$ cat src/rtl/l2_pkg.sv
package l2_pkg;

  // Address and doubleword width
  localparam int unsigned XLEN         = 64;
  // Cache line of 64 bytes
  localparam int unsigned LINE_BITS    = 512;
  localparam int unsigned DW_PER_LINE  = LINE_BITS / XLEN;
  // Doubleword select inside a line
  localparam int unsigned OFF_BITS     = 3;
  // Byte offset inside a doubleword, always zero in a request
  localparam int unsigned BYTE_BITS    = 3;
  localparam int unsigned IDX_BITS     = 6;
  localparam int unsigned TAG_BITS     = XLEN - IDX_BITS - OFF_BITS - BYTE_BITS;
  // Tag table depth
  localparam int unsigned SETS         = 2 ** IDX_BITS;
  // Low tag bits that take part in line store addressing
  localparam int unsigned LS_TAG_BITS  = 2;
  localparam int unsigned WBB_TAG_BITS = 4;

  // Physical address without the zero byte offset
  typedef struct packed {
    logic [TAG_BITS-1:0] tag;
    logic [IDX_BITS-1:0] idx;
    logic [OFF_BITS-1:0] line_off;
  } l2_paddr_t;

  typedef enum logic [1:0] {
    IReadLine,
    DReadLine,
    DWriteLine,
    PTWLoad
  } l2_req_type_e;

  // Walker answer label differs from the request label, both share one scope
  typedef enum logic [2:0] {
    ILineRead,
    DLineRead,
    DLineWritten,
    DWbbWakeUp,
    PTWLoadAns
  } l2_ans_type_e;

  // Request channel from a client or from the arbiter
  typedef struct packed {
    logic                    valid;
    l2_req_type_e            req_type;
    l2_paddr_t               paddr;
    logic [LINE_BITS-1:0]    line;
    logic [WBB_TAG_BITS-1:0] wbb_tag;
  } l2_req_t;

  // Answer channel towards the clients
  typedef struct packed {
    logic                    valid;
    l2_ans_type_e            ans_type;
    l2_paddr_t               paddr;
    logic [LINE_BITS-1:0]    line;
    logic [XLEN-1:0]         data;
    logic [WBB_TAG_BITS-1:0] wbb_tag;
  } l2_ans_t;

endpackage

$ cat src/rtl/l2_tag_table.sv
`timescale 1ns/1ps

module l2_tag_table import l2_pkg::*; (
  input  logic      clk_i,
  input  logic      rst_ni,
  input  logic      lookup_en_i,
  input  l2_paddr_t lookup_paddr_i,
  output logic      hit_o
);

  logic [SETS-1:0]     valid_q;
  logic [TAG_BITS-1:0] tag_q [SETS];
  logic [IDX_BITS-1:0] idx;
  logic                match;

  assign idx   = lookup_paddr_i.idx;
  // Stored tag at this set equals the request tag
  assign match = valid_q[idx] && (tag_q[idx] == lookup_paddr_i.tag);
  assign hit_o = lookup_en_i && match;

  // Valid bits start cleared
  always_ff @(posedge clk_i or negedge rst_ni) begin
    if (!rst_ni) begin
      valid_q <= '0;
    end else if (lookup_en_i && !match) begin
      valid_q[idx] <= 1'b1;
    end
  end

  // Install the tag on a missing lookup, reads and writes alike
  always_ff @(posedge clk_i) begin
    if (lookup_en_i && !match) begin
      tag_q[idx] <= lookup_paddr_i.tag;
    end
  end

endmodule

$ cat config.mk
export PLATFORM = sky130hd
export DESIGN_NAME = l2_tag_table
export DESIGN_NICKNAME = d
export VERILOG_FILES = /design/src/rtl/l2_pkg.sv /design/src/rtl/l2_tag_table.sv
export SDC_FILE = /design/constraint.sdc
export NUM_CORES = 2
export LEC_CHECK = 0
export ABC_CLOCK_PERIOD_IN_PS = 10500
export BUFFER_PORTS_ARGS = -buffer_cell sky130_fd_sc_hd__buf_2
export CAP_MARGIN = 10
export CELL_PAD_IN_SITES_DETAIL_PLACEMENT = 1
export CELL_PAD_IN_SITES_GLOBAL_PLACEMENT = 2
export CORE_AREA = 2 2 543 545
export CTS_BUF_LIST = sky130_fd_sc_hd__clkbuf_4 sky130_fd_sc_hd__clkbuf_8
export DETAILED_ROUTE_END_ITERATION = 8
export DIE_AREA = 0 0 545 547
export HOLD_SLACK_MARGIN = 0.12
export MAX_ROUTING_LAYER = met4
export PLACE_DENSITY_LB_ADDON = 0.15
export SYNTH_ARGS = -nofsm -noshare
export SYNTH_HDL_FRONTEND = slang
export SYNTH_SLANG_ARGS = --single-unit
$ cat constraint.sdc
create_clock -name clk_i -period 10.5 [get_ports clk_i]
set_input_delay 3.15 -clock clk_i [delete_from_list [all_inputs] [get_ports clk_i]]
set_output_delay 3.15 -clock clk_i [all_outputs]
set_load 0.01 [all_outputs]
==> metrics.cfg <==
[die]
io-pin-count = 65
rows = 199
die_area_um2 = 298000
core_um2 = 293000
initial_utilization_pct = 44.8
fp.dieW_um = 545
fp.dieH_um = 547

[hold_path]
hold_class = register to register
hp-start = valid_q[4]$_DFFE_PN0P_

[route]
met3_length_mm = 51.1
drc = 0
maxUsedRoutingLayer = met4
drt_iter0_drc = 13100
routedLengthMet1_mm = 205
ant_nets = 0
wl_mm = 525
wl_per_cell_um = 42.9
post_drt_via_cell_ratio = 6.62
dr.pass1.iters = 7
wl_met2_mm = 243
via_count = 81100

[synthesis]
syn_inst = 6891
synth_sequential_area_ratio_pct = 77.4
synth-edff-count = 3328
async_flop_share_pct = 1.89
synth_cell_types = 74
syn_area_per_cell_um2 = 19.0
ys.warnings.count = 0
syn-cell-area_um2 = 131000
synth_flop_cell = edfxtp_1
synth_fp_nets = 6955
ys_seq_elements = 3392

[sta]
skew_ns = 0.0653
fin_ws_ns = 0.0323
worst_pin_slew_ns = 1.20
fmax_mhz = 95.5
slew_headroom_pct = 19.9
final_max_slew_viol_count = 0
finalCritPeriodShare_pct = 99.7
finalSetupViolations = 0
finalHoldViolations = 0
fin_crit_ns = 10.47

[power]
p_leak_nw = 51.2
power_mw = 28.7
ir_drop_v = 0.000125
power_density_nw_per_um2 = 185

[placed_design]
port_buffers = 61
place_hpwl_mm = 296
dp.cells = 11200
routabilityCongestion = 0.854
dp_slack_ns = -1.15

[worst_setup_path]
critPathLaunch = lookup_paddr_i[5]
path_class = primary input to output pin
path_depth = 17
path_cells = buf_16 > buf_12 > or2_2 > nor2_2 > buf_12 > a22oi_1 > a31oi_1 > nor3_1 > nand4_1 > xor2_1 > nor4_2 > buf_4 > nand4_1 > buf_6 > nor4_4 > and2_4 > buf_2
r2r-end = tag_q[42][39]$_DFFE_PP_
r2r_setup_slack_ns = 3.85
path_max_fanout = 15
worstReg2RegStart = tag_q[38][27]$_DFFE_PP_
cp_slowest_cell = or2_2
end_kind = output pin
path_delay_family = simple AND/OR/NAND/NOR gates
reg2reg_depth = 19
slowest_delay_ns = 0.47
setup.worst_path.end = hit_o
worst_ep_arrival_time_ns = 7.32
cp-start-kind = primary input
path_buf_inv = 6
required_ns = 7.35

[job]
max-cap-violations = 0

[final_layout]
area_growth_pct = 18.1
nets = 7944
drive_above_1_share_pct = 28.3
final_cells = 12300
nFillCells = 26300

[grt]
grt_pass1_vias = 80100
antenna_found_initial = 34
grt_overflow = 0
grt_max_degree = 67
grt_usage_pct = 35.8
grt_pass1_wl_mm = 700

[cts]
cts_hold_buf = 0
root_buffer = clkbuf_8
cts.sinks = 3392
cts_buffer_depth = 4
cts_tree = yes
ctsHtreeMaxLevel = 6
numCtsBuffers = 570
clk_latency_ns = 1.23
clkTransAtPathRegs_ns = 0.06

[status]
status = finished, final reports clean

kinds of logic after synthesis:
kind of cell | after synthesis | share of synthesized area [%]
AO/OA/AOI/OAI | 1380 | 7.75
XOR/XNOR | 47 | 0.314
buffers and inverters | 486 | 1.89
flip-flops | 3392 | 77.4
multiplexers | 970 | 10.3
AND/OR/NAND/NOR | 616 | 2.33
worst min path at each step:
stage	end	depth (start not counted)
2_1_floorplan	valid_q[33]$_DFFE_PN0P_	1
3_3_place_gp	valid_q[49]$_DFFE_PN0P_	1
3_5_place_dp	valid_q[23]$_DFFE_PN0P_	1
4_1_cts	valid_q[23]$_DFFE_PN0P_	1
5_1_grt	valid_q[20]$_DFFE_PN0P_	1
6_report	valid_q[4]$_DFFE_PN0P_	1
cell type report:
type / instances / area (um2) / share of cell area [%]
Sequential cell: 3392 / 102000 / 65.6
Multi-Input combinational cell: 3014 / 28000 / 18.1
Clock buffer: 784 / 9550 / 6.17
Timing Repair Buffer: 899 / 9440 / 6.10
Tap cell: 3919 / 4900 / 3.17
Clock inverter: 228 / 1370 / 0.882
Antenna cell: 16 / 40.0 / 0.0258
Inverter: 3 / 26.3 / 0.0170
per-stage QoR:
stage	util (%)	hold WS [ns]	TNS (ns)	instance area, um2
3_3_place_gp	48.9	0.455	-40.47	143000
5_1_grt	52.9	0.485	-0.0255	155000
2_1_floorplan	-	0.437	0	131000
6_report	52.9	0.477	0	155000
3_5_place_dp	48.9	0.460	-77.15	143000
4_1_cts	52.7	0.475	0	154000
repair_timing:
item                       CTS  global route
pin swaps                    1            23
gates cloned                 2             5
setup endpoints to repair    1             1
buffers inserted             6            29
resized for setup           25            47
state kept, by name, summed over array words and instances, names as in the netlist:
register / flops
tag_q: 3328
valid_q: 64
where the power goes:
group	switching, mW	internal [mW]	leakage (nW)	total [mW]
clock	5.56	6.06	5.75	11.6
sequential	0.0496	15.0	30.7	15.1
combinational	1.29	0.699	14.7	1.99
routing by layer:
metal	vias up	track usage, %
met4	0	14.7
met3	1204	6.58
met5	-	-
met2	5133	54.3
li1	30900	-
met1	43900	47.9
worst register-to-register path: stages (launching register included):
cell and delay, ns:
edfxtp_1 0.36, mux4_2 0.46, and3_1 0.20, a21oi_1 0.22, nand4_1 0.13, nor4_1 0.29
buf_4 0.18, xor2_2 0.19, buf_4 0.17, nand4_1 0.11, buf_4 0.19, a2111oi_4 0.26
buf_4 0.17, nand4_1 0.15, buf_4 0.20, nor4_4 0.19, buf_4 0.77, buf_4 0.97
nor2_4 0.41, buf_4 0.47
placed cells by master (no fill, tap or decap), drive strengths merged, types with 29 or more instances in the layout:
master / synthesis / final
nor3: 29 / 29
a221o: 49 / 49
a22oi: 313 / 313
buf: 322 / 893
mux4: 282 / 282
mux2: 183 / 183
inv: 3 / 33
clkinv: 0 / 177
o22a: 32 / 32
edfxtp: 3328 / 3328
a221oi: 277 / 277
o22ai: 208 / 208
mux2i: 505 / 505
a21oi: 129 / 129
clkbuf: 161 / 788
o21ai: 114 / 114
nand3: 123 / 123
o21bai: 65 / 65
nand2: 121 / 121
nor2: 182 / 182
a211oi: 29 / 29
nand4: 30 / 30
a22o: 34 / 34
dfrtp: 64 / 64
synthesized netlist by cell type (15+ instances only):
master	number	share of area (%)
nor2_1	181	0.52
nand3_1	123	0.47
buf_6	34	0.29
buf_1	71	0.20
o21ai_1	20	0.076
nor3_1	29	0.11
xnor2_1	26	0.17
o22ai_1	208	0.99
a22o_1	34	0.23
buf_2	164	0.63
o21ai_0	94	0.36
nand2_1	121	0.35
mux2i_1	505	3.9
a31oi_1	18	0.086
mux2_1	44	0.38
o22a_1	32	0.21
o221ai_1	15	0.10
a22oi_1	313	1.8
xor2_1	21	0.14
nor4_1	21	0.10
o2bb2ai_1	17	0.11
clkbuf_1	161	0.46
a211oi_1	29	0.17
dfrtp_1	64	1.2
edfxtp_1	3328	76
a221o_1	49	0.37
mux4_2	282	4.8
buf_4	53	0.30
mux2_2	139	1.2
a221oi_1	276	1.8
a21oi_1	129	0.49
nand4_1	30	0.14
o21bai_1	65	0.37
nand2b_1	16	0.076
Power figures use the tool's default switching activity.
